--- src/core_pkg.sv ---
//####################
// shared widths, opcodes and decode types for the integer core
//####################
package core_pkg;

  localparam int xlen       = 64;
  localparam int reg_addr_w = 5;

  // major opcodes handled by decode
  localparam logic [6:0] op_imm    = 7'h13;
  localparam logic [6:0] op_imm_32 = 7'h1b;
  localparam logic [6:0] op_op     = 7'h33;
  localparam logic [6:0] op_op_32  = 7'h3b;
  localparam logic [6:0] op_lui    = 7'h37;
  localparam logic [6:0] op_auipc  = 7'h17;
  localparam logic [6:0] op_branch = 7'h63;
  localparam logic [6:0] op_jal    = 7'h6f;
  localparam logic [6:0] op_jalr   = 7'h67;

  typedef enum logic [3:0] {
    alu_add,
    alu_sub,
    alu_slt,
    alu_sltu,
    alu_xor,
    alu_or,
    alu_and,
    alu_sll,
    alu_srl,
    alu_sra
  } alu_op_e;

  // br_none for anything that does not change the pc
  typedef enum logic [3:0] {
    br_none,
    br_beq,
    br_bne,
    br_blt,
    br_bge,
    br_bltu,
    br_bgeu,
    br_jal,
    br_jalr
  } br_op_e;

  typedef struct packed {
    logic [6:0] funct7;
    logic [4:0] rs2;
    logic [4:0] rs1;
    logic [2:0] funct3;
    logic [4:0] rd;
    logic [6:0] opcode;
  } r_fmt_t;

  typedef struct packed {
    logic [11:0] imm12;
    logic [4:0]  rs1;
    logic [2:0]  funct3;
    logic [4:0]  rd;
    logic [6:0]  opcode;
  } i_fmt_t;

  // same 32-bit word, register and immediate views
  typedef union packed {
    r_fmt_t r;
    i_fmt_t i;
  } inst_u;

endpackage
--- src/result_if.sv ---
`timescale 1ns/1ps
//####################
// execute to result, one register writeback
//####################
interface result_if;
  import core_pkg::*;

  // valid only for a real write with rd != 0
  logic                  valid;
  logic [reg_addr_w-1:0] rd;
  logic [xlen-1:0]       data;

  modport source (output valid, rd, data);

  modport sink (input valid, rd, data);

  // hazard check in decode
  modport monitor (input valid, rd, data);

endinterface

--- src/issue_if.sv ---
`timescale 1ns/1ps
//####################
// decode to execute, one decoded instruction
//####################
interface issue_if;
  import core_pkg::*;

  logic                  valid;
  logic [xlen-1:0]       pc;
  logic [xlen-1:0]       op1;
  logic [xlen-1:0]       op2;
  alu_op_e               alu_op;
  logic                  is_word;
  br_op_e                br_op;
  logic [xlen-1:0]       jmp_imm;
  logic [reg_addr_w-1:0] rd;
  logic                  rd_ena;
  logic                  allowin;

  // decode also reads rd, rd_ena and valid back for the hazard check
  modport source (
    output valid, pc, op1, op2, alu_op, is_word, br_op, jmp_imm, rd, rd_ena,
    input  allowin
  );

  modport sink (
    input  valid, pc, op1, op2, alu_op, is_word, br_op, jmp_imm, rd, rd_ena,
    output allowin
  );

endinterface

--- src/decode_stage.sv ---
`timescale 1ns/1ps
//####################
// instruction decode, operand select and RAW stall
//####################
module decode_stage (
  input  logic                            clk,
  input  logic                            rst,
  input  logic                            in_valid,
  input  logic [core_pkg::xlen-1:0]       in_pc,
  input  core_pkg::inst_u                 in_inst,
  output logic                            in_allowin,
  output logic [core_pkg::reg_addr_w-1:0] rs1_addr,
  output logic [core_pkg::reg_addr_w-1:0] rs2_addr,
  input  logic [core_pkg::xlen-1:0]       rs1_data,
  input  logic [core_pkg::xlen-1:0]       rs2_data,
  input  logic                            redirect_valid,
  issue_if.source                         iss,
  result_if.monitor                       res
);
  import core_pkg::*;

  logic [6:0]      opcode;
  logic [2:0]      funct3;
  logic [6:0]      funct7;
  logic [11:0]     imm12;
  logic            is_op_imm;
  logic            is_op_imm_32;
  logic            is_op;
  logic            is_op_32;
  logic            is_lui;
  logic            is_auipc;
  logic            is_branch;
  logic            is_jal;
  logic            is_jalr;
  logic            legal;
  alu_op_e         alu_op_d;
  br_op_e          br_op_d;
  logic [xlen-1:0] imm_i;
  logic [xlen-1:0] imm_b;
  logic [xlen-1:0] imm_u;
  logic [xlen-1:0] imm_j;
  logic [xlen-1:0] op1_d;
  logic [xlen-1:0] op2_d;
  logic            use_rs1;
  logic            use_rs2;
  logic            rs1_busy;
  logic            rs2_busy;
  logic            accept;

  assign opcode = in_inst.r.opcode;
  assign funct3 = in_inst.r.funct3;
  assign funct7 = in_inst.r.funct7;
  assign imm12  = in_inst.i.imm12;

  assign is_op_imm    = (opcode == op_imm);
  assign is_op_imm_32 = (opcode == op_imm_32);
  assign is_op        = (opcode == op_op);
  assign is_op_32     = (opcode == op_op_32);
  assign is_lui       = (opcode == op_lui);
  assign is_auipc     = (opcode == op_auipc);
  assign is_branch    = (opcode == op_branch);
  assign is_jal       = (opcode == op_jal);
  assign is_jalr      = (opcode == op_jalr);

  // immediates, S/B/U/J gathered from the r-format fields
  assign imm_i = {{52{imm12[11]}}, imm12};
  assign imm_b = {{52{funct7[6]}}, in_inst.r.rd[0], funct7[5:0], in_inst.r.rd[4:1], 1'b0};
  assign imm_u = {{32{funct7[6]}}, funct7, in_inst.r.rs2, in_inst.r.rs1, funct3, 12'h000};
  assign imm_j = {{44{funct7[6]}}, in_inst.r.rs1, funct3, in_inst.r.rs2[0],
                  funct7[5:0], in_inst.r.rs2[4:1], 1'b0};

  always_comb begin
    // funct7 bit 5 picks sub and sra
    case (funct3)
      3'b000:  alu_op_d = ((is_op || is_op_32) && funct7[5]) ? alu_sub : alu_add;
      3'b001:  alu_op_d = alu_sll;
      3'b010:  alu_op_d = alu_slt;
      3'b011:  alu_op_d = alu_sltu;
      3'b100:  alu_op_d = alu_xor;
      3'b101:  alu_op_d = funct7[5] ? alu_sra : alu_srl;
      3'b110:  alu_op_d = alu_or;
      default: alu_op_d = alu_and;
    endcase
    // lui and auipc add on op1
    if (is_lui || is_auipc) begin
      alu_op_d = alu_add;
    end
  end

  always_comb begin
    legal   = 1'b0;
    br_op_d = br_none;
    case (opcode)
      op_imm: begin
        if (funct3 == 3'b001) begin
          legal = (imm12[11:6] == 6'h00);
        end else if (funct3 == 3'b101) begin
          legal = (imm12[11:6] == 6'h00) || (imm12[11:6] == 6'h10);
        end else begin
          legal = 1'b1;
        end
      end
      op_imm_32: legal = (funct3 == 3'b000) || (funct3 == 3'b001 && funct7 == 7'h00) ||
                         (funct3 == 3'b101 && (funct7 == 7'h00 || funct7 == 7'h20));
      op_op: legal = (funct7 == 7'h00) ||
                     (funct7 == 7'h20 && (funct3 == 3'b000 || funct3 == 3'b101));
      op_op_32: legal = (funct7 == 7'h00 &&
                         (funct3 == 3'b000 || funct3 == 3'b001 || funct3 == 3'b101)) ||
                        (funct7 == 7'h20 && (funct3 == 3'b000 || funct3 == 3'b101));
      op_lui, op_auipc: legal = 1'b1;
      op_jal: begin
        legal   = 1'b1;
        br_op_d = br_jal;
      end
      op_jalr: begin
        legal   = (funct3 == 3'b000);
        br_op_d = br_jalr;
      end
      op_branch: begin
        legal = (funct3[2:1] != 2'b01);
        case (funct3)
          3'b000:  br_op_d = br_beq;
          3'b001:  br_op_d = br_bne;
          3'b100:  br_op_d = br_blt;
          3'b101:  br_op_d = br_bge;
          3'b110:  br_op_d = br_bltu;
          3'b111:  br_op_d = br_bgeu;
          default: br_op_d = br_none;
        endcase
      end
      default: legal = 1'b0;
    endcase
  end

  // op1 is rs1 for jalr too, the target adds onto it in execute
  always_comb begin
    op1_d = rs1_data;
    if (is_auipc || is_jal) begin
      op1_d = in_pc;
    end else if (is_lui) begin
      op1_d = '0;
    end
    op2_d = imm_i;
    if (is_op || is_op_32 || is_branch) begin
      op2_d = rs2_data;
    end else if (is_lui || is_auipc) begin
      op2_d = imm_u;
    end else if (is_jal || is_jalr) begin
      op2_d = xlen'(4);
    end
  end

  assign rs1_addr = in_inst.r.rs1;
  assign rs2_addr = in_inst.r.rs2;

  assign use_rs1 = is_op_imm || is_op_imm_32 || is_op || is_op_32 || is_branch || is_jalr;
  assign use_rs2 = is_op || is_op_32 || is_branch;

  // pending writes sit in the decode register or the writeback register
  assign rs1_busy = use_rs1 && (rs1_addr != '0) &&
                    ((iss.valid && iss.rd_ena && iss.rd == rs1_addr) ||
                     (res.valid && res.rd == rs1_addr));
  assign rs2_busy = use_rs2 && (rs2_addr != '0) &&
                    ((iss.valid && iss.rd_ena && iss.rd == rs2_addr) ||
                     (res.valid && res.rd == rs2_addr));

  // the younger instruction is dropped on a redirect, no need to hold it
  assign in_allowin = (!iss.valid || iss.allowin) &&
                      (redirect_valid || !(rs1_busy || rs2_busy));
  assign accept     = in_valid && in_allowin;

  always_ff @(posedge clk) begin
    if (rst) begin
      iss.valid <= 1'b0;
    end else begin
      // unsupported encodings enter as bubbles
      iss.valid <= accept && legal && !redirect_valid;
    end
  end

  always_ff @(posedge clk) begin
    if (accept) begin
      iss.pc      <= in_pc;
      iss.op1     <= op1_d;
      iss.op2     <= op2_d;
      iss.alu_op  <= alu_op_d;
      iss.is_word <= is_op_imm_32 || is_op_32;
      iss.br_op   <= br_op_d;
      iss.jmp_imm <= is_branch ? imm_b : (is_jal ? imm_j : imm_i);
      iss.rd      <= in_inst.r.rd;
      iss.rd_ena  <= !(is_branch || !legal);
    end
  end

endmodule

--- src/flat_wrapper.sv ---
// flat-port wrapper written by rule: the top's interface ports become plain ports
module decode_stage_flat import core_pkg::*;
  (clk, rst, in_valid, in_pc, in_inst, in_allowin, rs1_addr, rs2_addr, rs1_data, rs2_data, redirect_valid, iss_valid, iss_pc, iss_op1, iss_op2, iss_alu_op, iss_is_word, iss_br_op, iss_jmp_imm, iss_rd, iss_rd_ena, iss_allowin, res_valid, res_rd, res_data);
  issue_if iss_i ();
  result_if res_i ();
  input  logic clk;
  input  logic rst;
  input  logic in_valid;
  input  logic [core_pkg::xlen-1:0] in_pc;
  input  core_pkg::inst_u in_inst;
  output logic in_allowin;
  output logic [core_pkg::reg_addr_w-1:0] rs1_addr;
  output logic [core_pkg::reg_addr_w-1:0] rs2_addr;
  input  logic [core_pkg::xlen-1:0] rs1_data;
  input  logic [core_pkg::xlen-1:0] rs2_data;
  input  logic redirect_valid;
  output wire logic [$bits(iss_i.valid)-1:0] iss_valid;
  output wire logic [$bits(iss_i.pc)-1:0] iss_pc;
  output wire logic [$bits(iss_i.op1)-1:0] iss_op1;
  output wire logic [$bits(iss_i.op2)-1:0] iss_op2;
  output wire logic [$bits(iss_i.alu_op)-1:0] iss_alu_op;
  output wire logic [$bits(iss_i.is_word)-1:0] iss_is_word;
  output wire logic [$bits(iss_i.br_op)-1:0] iss_br_op;
  output wire logic [$bits(iss_i.jmp_imm)-1:0] iss_jmp_imm;
  output wire logic [$bits(iss_i.rd)-1:0] iss_rd;
  output wire logic [$bits(iss_i.rd_ena)-1:0] iss_rd_ena;
  input wire logic [$bits(iss_i.allowin)-1:0] iss_allowin;
  input wire logic [$bits(res_i.valid)-1:0] res_valid;
  input wire logic [$bits(res_i.rd)-1:0] res_rd;
  input wire logic [$bits(res_i.data)-1:0] res_data;
  assign iss_valid = iss_i.valid;
  assign iss_pc = iss_i.pc;
  assign iss_op1 = iss_i.op1;
  assign iss_op2 = iss_i.op2;
  assign iss_alu_op = iss_i.alu_op;
  assign iss_is_word = iss_i.is_word;
  assign iss_br_op = iss_i.br_op;
  assign iss_jmp_imm = iss_i.jmp_imm;
  assign iss_rd = iss_i.rd;
  assign iss_rd_ena = iss_i.rd_ena;
  assign iss_i.allowin = iss_allowin;
  assign res_i.valid = res_valid;
  assign res_i.rd = res_rd;
  assign res_i.data = res_data;
  decode_stage u_core (.clk(clk), .rst(rst), .in_valid(in_valid), .in_pc(in_pc), .in_inst(in_inst), .in_allowin(in_allowin), .rs1_addr(rs1_addr), .rs2_addr(rs2_addr), .rs1_data(rs1_data), .rs2_data(rs2_data), .redirect_valid(redirect_valid), .iss(iss_i), .res(res_i));
endmodule
--- config.mk ---
export PLATFORM = sky130hd
export DESIGN_NAME = decode_stage_flat
export DESIGN_NICKNAME = d
export VERILOG_FILES = /design/src/core_pkg.sv /design/src/result_if.sv /design/src/issue_if.sv /design/src/decode_stage.sv /design/src/flat_wrapper.sv
export SDC_FILE = /design/constraint.sdc
export NUM_CORES = 1
export LEC_CHECK = 0
export ABC_AREA = 1
export BUFFER_PORTS_ARGS = -buffer_cell sky130_fd_sc_hd__buf_4
export CORE_AREA = 2 2 229 231
export DETAILED_ROUTE_END_ITERATION = 7
export DIE_AREA = 0 0 231 233
export PLACE_DENSITY = 0.54
export SYNTH_ARGS = -nofsm -noshare
export SYNTH_HDL_FRONTEND = slang
export SYNTH_SLANG_ARGS = --single-unit
--- constraint.sdc ---
create_clock -name clk -period 6.9 [get_ports clk]
set_input_delay 1.38 -clock clk [delete_from_list [all_inputs] [get_ports clk]]
set_output_delay 1.38 -clock clk [all_outputs]
set_load 0.01 [all_outputs]
### Word level (Yosys, flattened, before mapping)

Cells that the tools add are included.

* flip-flop bits (word level): 229
* bits of input ports: 299
* output and inout bits: 283
* logic and storage cells: 105

* equality and inequality tests: 23
* mux-type cells: 15
* reductions and logical operators: 56

Operators with widths (count)
* $mux W64: 5
* $mux W20: 2
* $eq A7 B6 Y1 const B: 4
* $pmux W4 S7: 1
* $logic_or A1 B1 Y1: 26
* $eq A7 B5 Y1 const B: 3
* $eq A7 B7 Y1 const B: 3
* $eq A5 B5 Y1: 4
* $logic_and A1 B1 Y1: 18
* $pmux W3 S6: 1
* $eq A3 B3 Y1 const B: 4
* $pmux W4 S3: 1
* $reduce_bool A5 Y1: 2
* $logic_not A7 Y1: 1
* $pmux W1 S7: 1
* $eq A3 B2 Y1 const B: 2
* $eq A6 B5 Y1 const B: 1
* $logic_not A6 Y1: 1
* $logic_not A1 Y1: 5
* $mux W1: 4
* $eq A3 B1 Y1 const B: 1
* $logic_not A3 Y1: 1
* $reduce_or A3 Y1: 1
* $ne A2 B1 Y1 const B: 1
* $reduce_or A2 Y1: 1

### Depth between registers and ports, before layout

* depth after elaboration: 15
* gate-level depth with buffers: 11
* depth with buffers taken out: 11

### Worst setup path before layout

Ideal clock, no wire load.

* path kind: input to register
* from: input port in_inst[2] in the netlist's numbering
* to: register u_core.iss.alu_op[0] (enable)
* setup time: 0.580 ns
* data arrival time: 6.400 ns
* data required time: 6.320 ns
* slack: -0.080 ns
* stages on the path: 9
* path buffers: 1
* cell sequence: buf_4 -> inv_1 -> nand3_1 -> a21oi_1 -> nand2_1 -> nand2_1 -> nand2_1 -> nand3_1 -> inv_1

* word-level cells in the longest chain between the ends: 13
* elaborated cells between the ends (all ways): 22
* classes of those cells: eq/ne (6); reduce/logical (16)

Ends and longest elaborated chain
* start: declaration: RTL line flat_wrapper.sv:10 `input core_pkg::inst_u in_inst;`
* $eq A7 B5 Y1 (on tied branches): RTL line decode_stage.sv:55, decode_stage.sv:56
* $logic_or A1 B1 Y1 (5 in a row): RTL line decode_stage.sv:156 `assign use_rs1 = is_op_imm || is_op_imm_32 || is_op || is_op_32 || is_branch || is_jalr;`
* $logic_and A1 B1 Y1 (2 in a row): RTL line decode_stage.sv:160 `assign rs1_busy = use_rs1 && (rs1_addr != '0) &&`
* $logic_or A1 B1 Y1 *: RTL line decode_stage.sv:169 `(redirect_valid || !(rs1_busy || rs2_busy));`
* $logic_not A1 Y1 *: RTL line decode_stage.sv:169
* $logic_or A1 B1 Y1 *: RTL line decode_stage.sv:169
* $logic_and A1 B1 Y1 *: RTL line decode_stage.sv:168 `assign in_allowin = (!iss.valid || iss.allowin) &&`
* $logic_and A1 B1 Y1 *: RTL line decode_stage.sv:170 `assign accept = in_valid && in_allowin;`
* named net u_core.accept: RTL line decode_stage.sv:48 `logic accept;`
* end signal: assignment: RTL line decode_stage.sv:186 `iss.alu_op <= alu_op_d;`
* end: declaration: RTL line issue_if.sv:22 `output valid, pc, op1, op2, alu_op, is_word, br_op, jmp_imm, rd, rd_ena,`

Mark *: on every way through the listed nets, which the timed path passes. The rest lies on a longest branch.
A chain may end at the register's enable or synchronous reset.

### Worst setup path after layout

* from: input port in_inst[1] in the netlist's numbering
* to: output port in_allowin

* word-level cells in the longest chain between the ends: 12
* elaborated cells between the ends (all ways): 21
* classes of those cells: eq/ne (6); reduce/logical (15)

Ends and longest elaborated chain
* $eq A7 B5 Y1 (on tied branches): RTL line decode_stage.sv:55, decode_stage.sv:56
* $logic_or A1 B1 Y1 (5 in a row): RTL line decode_stage.sv:156
* $logic_and A1 B1 Y1 (2 in a row): RTL line decode_stage.sv:160
* $logic_or A1 B1 Y1 *: RTL line decode_stage.sv:169
* $logic_not A1 Y1 *: RTL line decode_stage.sv:169
* $logic_or A1 B1 Y1 *: RTL line decode_stage.sv:169
* $logic_and A1 B1 Y1 *: RTL line decode_stage.sv:168
* end: declaration: RTL line flat_wrapper.sv:11 `output logic in_allowin;`

Mark *: on every way between the ends. The rest lies on a longest branch, timed or not.

==> results.md <==
* Slowest-stage cell, CP: nor2_4
* Gpl congestion at 0.821
* Vias in the first global route at 8047
* Final WL at 36500 um
* Detailed placement HPWL at 28000 um
* WP buf/inv at 2
* Pin count of the biggest net entering global routing at 67
* Avg Cell Area, Syn at 11.1 um^2
* Detail-routed net length per standard cell at 17.6 um
* Combinational family with the most area after synthesis: simple AND/OR/NAND/NOR gates
* Synth Area in Compound Gates at 7.52%
* Port bufs at 517
* Crit-path max cell delay at 0.23 ns
* Hold Buf Count CTS at 0
* Seq/Total Area, Yosys at 68.9%
* Synth Warn # at 0
* Post-synthesis adder-cell area fraction at 0%
* Die width at 231 um
* ANT cells at 0
* Skew final at 0.0188 ns
* Worst Path Required at 5.52 ns
* Fin. max-slew vios at 0
* Worst VDD drop at 0.000183 V
* Post-synthesis instance area at 9960 um^2
* Die Y at 233 um
* Starting DRT DRC Count at 412
* Top post-synthesis cells by area: edfxtp_1 (69%), nand2_1 (8.7%), buf_4 (4.2%)
* Hold Fails Final Rpt at 0
* Simple-Gate Fraction of Synth Area at 13.2%
* Die area at 53800 um^2
* Core Region at 51100 um^2
* Worst Tran Pin Value at 1.04 ns
* Critical path's top delay family: simple AND/OR/NAND/NOR gates
* Initial Util at 19.5%
* Critical-path maximum fanout at 6
* Final period util at 58.0%
* Row count at 83
* CP startpoint kind: input port
* First-pass GRT wire length at 51200 um
* Fmax achieved at 250 MHz
* R2R Setup Slk at 4.08 ns
* Cell taking the most area after synthesis: edfxtp_1
* CP arrival at 2.62 ns
* Post-synthesis register bit count at 229
* Hold WC Path Type: reg -> reg
* CTS Buf Count at 29
* Leakage Power at 6.80 nW
* Most used DFF post-synth: edfxtp_1
* Setup violators final at 0
* Layout fillers at 5381
* Minimum clock period at 4.00 ns
* Slew margin rel. at 30.8%
* Run status: complete, no violations
* CTS H-tree depth at 1
* Post-synthesis cell type count at 28
* Number of synthesized flops with an enable pin at 228
* Hold_ws at 0.674 ns
* Sum Neg Setup Slack at 0 ns
* Power density over cell area at 233 nW/um^2
* I/O pin count at 582
* Vias/cell at 3.96
* Most numerous cell in the Yosys netlist: nand2_1
* Clock latency on the worst-skew pair at 0.57 ns
* Antenna Nets Post-Route at 0
* Final net count at 1669
* Synth-to-layout area growth at 50.7%
* Synth top area share at 68.7%
* Ys async rst share at 0%
* Maxcap violations at 0
* Post-CTS Setup Bufs at 0
* Initial antenna violation count at 2
* Post-Syn Nets at 1198
* Cts repair resizes at 0
* GRT Overall Usage at 12.7%
* Clk root buf: clkbuf_16
* RSZ-0062 raised after global routing: no
* Gr ovfl total at 0
* Via count at 8204
* Area of the multi-input gates at 2060 um^2
* Post-synthesis mux area share at 0%
* # DRC at 0
* Sink Count at 229
* Drt first pass iters at 4
* Worst Setup Path Type: in -> out
* CTS tree: yes
* Sequential cell area at 6870 um^2
* Area share of xor/xnor cells in the synthesized design at 0%
* Max Root-Sink Buffers at 3
* CP Cell Sequence: buf_4 -> nand2_2 -> nor2_4 -> nand3_1 -> a21oi_1 -> nand2_1 -> nand2_1 -> a21boi_0 -> buf_4
* Syn Inst Count at 899
* Ratio of cells with drive above 1 in the final layout at 42.0%
* Clock-pin slew on the worst setup and hold paths at 0.06 ns
* Top cells by count, synth: nand2_1 (231), edfxtp_1 (228), inv_1 (110), o21ai_0 (80), nor2_1 (59)
* Crit end category: output port
-- worst paths after layout --
| kind | from | cells after the start | end |
|---|---|---|---|
| setup reg to reg | u_core.iss.rd[4]$_DFFE_PP_ | 13 | u_core.iss.jmp_imm[9]$_DFFE_PP_ |
| hold / removal | u_core.iss.valid$_SDFF_PP0_ | 3 | u_core.iss.valid$_SDFF_PP0_ |
| setup / recovery | in_inst[1] | 9 | in_allowin |
| hold reg to reg | u_core.iss.valid$_SDFF_PP0_ | 3 | u_core.iss.valid$_SDFF_PP0_ |
-- routing by layer --
| layer | wire length (um) | GRT usage [%] | vias up | part of all wire, % |
|---|---|---|---|---|
| li1 | - | - | 3878 | - |
| met1 | 14400 | 15.0 | 3920 | 39 |
| met2 | 18100 | 22.2 | 368 | 50 |
| met3 | 3450 | 4.17 | 34 | 9.5 |
| met4 | 525 | 2.88 | 4 | 1.4 |
| met5 | 27 | 0 | - | 0.074 |
-- through the flow --
step                total power [mW]  worst slack, ns  cells  utilization (%)  instance area (um^2)
finish                          3.50             2.90   2070             29.4                 15000
global route                    3.64             2.84   2070             29.4                 15000
CTS                             3.56             2.90   2070             29.4                 15000
detailed placement              2.15             2.50   2019             27.7                 14200
global placement                2.14             2.54   2019             27.7                 14200
floorplan                       1.86            0.899    899                -                  9970
-- logic make-up (layout without fill, tap and decap cells) --
| group | count (synthesis) | in the layout |
|---|---|---|
| compound gates | 143 | 143 |
| buf+inv | 200 | 691 |
| flops | 229 | 229 |
| simple gates | 327 | 327 |
-- flip-flops by register name (all words and copies together), names as in the netlist --
name	flops
u_core.iss.alu_op	4
u_core.iss.br_op	4
u_core.iss.is_word	1
u_core.iss.jmp_imm	21
u_core.iss.op1	64
u_core.iss.op2	64
u_core.iss.pc	64
u_core.iss.rd	5
u_core.iss.rd_ena	1
u_core.iss.valid	1
-- area by class of cell --
cell class	count	share of cell area, %
clock buffer	35	4.98
clock inverter	16	0.684
inverter	114	2.88
multi-input combinational	470	13.7
sequential	229	45.7
tap	680	5.67
timing repair buffer	526	26.3
-- cell usage in the layout, fill, tap and decap left out --
cell type	count
o21ai_0	80
clkinvlp_4	4
clkinv_2	3
clkbuf_16	29
clkbuf_1	6
nor3_1	8
nand2_2	4
nor4_1	1
o31ai_1	2
inv_6	3
a31oi_1	2
a21oi_1	41
inv_2	5
nand3_2	2
o41ai_1	1
nor2_1	59
o221ai_1	1
nand4_1	1
nand2_1	231
nor2_2	2
inv_8	1
edfxtp_1	228
dfxtp_1	1
inv_1	108
a31oi_4	1
o21ai_1	14
clkinv_1	5
a21boi_0	1
nand3_1	16
clkinv_4	1
buf_4	526
nor2_4	3
-- tightest hold or removal path, stage by stage (launching register included) --
cell     delay [ns]
dfxtp_1        0.36
nand2_1        0.07
nand3_1        0.14
nor2_1         0.06
-- where the power goes --
| part | switching, mW | leakage, nW | internal, mW |
|---|---|---|---|
| Combinational | 0.235 | 4.15 | 0.226 |
| Clock | 0.610 | 0.408 | 0.773 |
| Sequential | 0.0247 | 2.25 | 1.63 |
(Power assumes the default switching activity.)
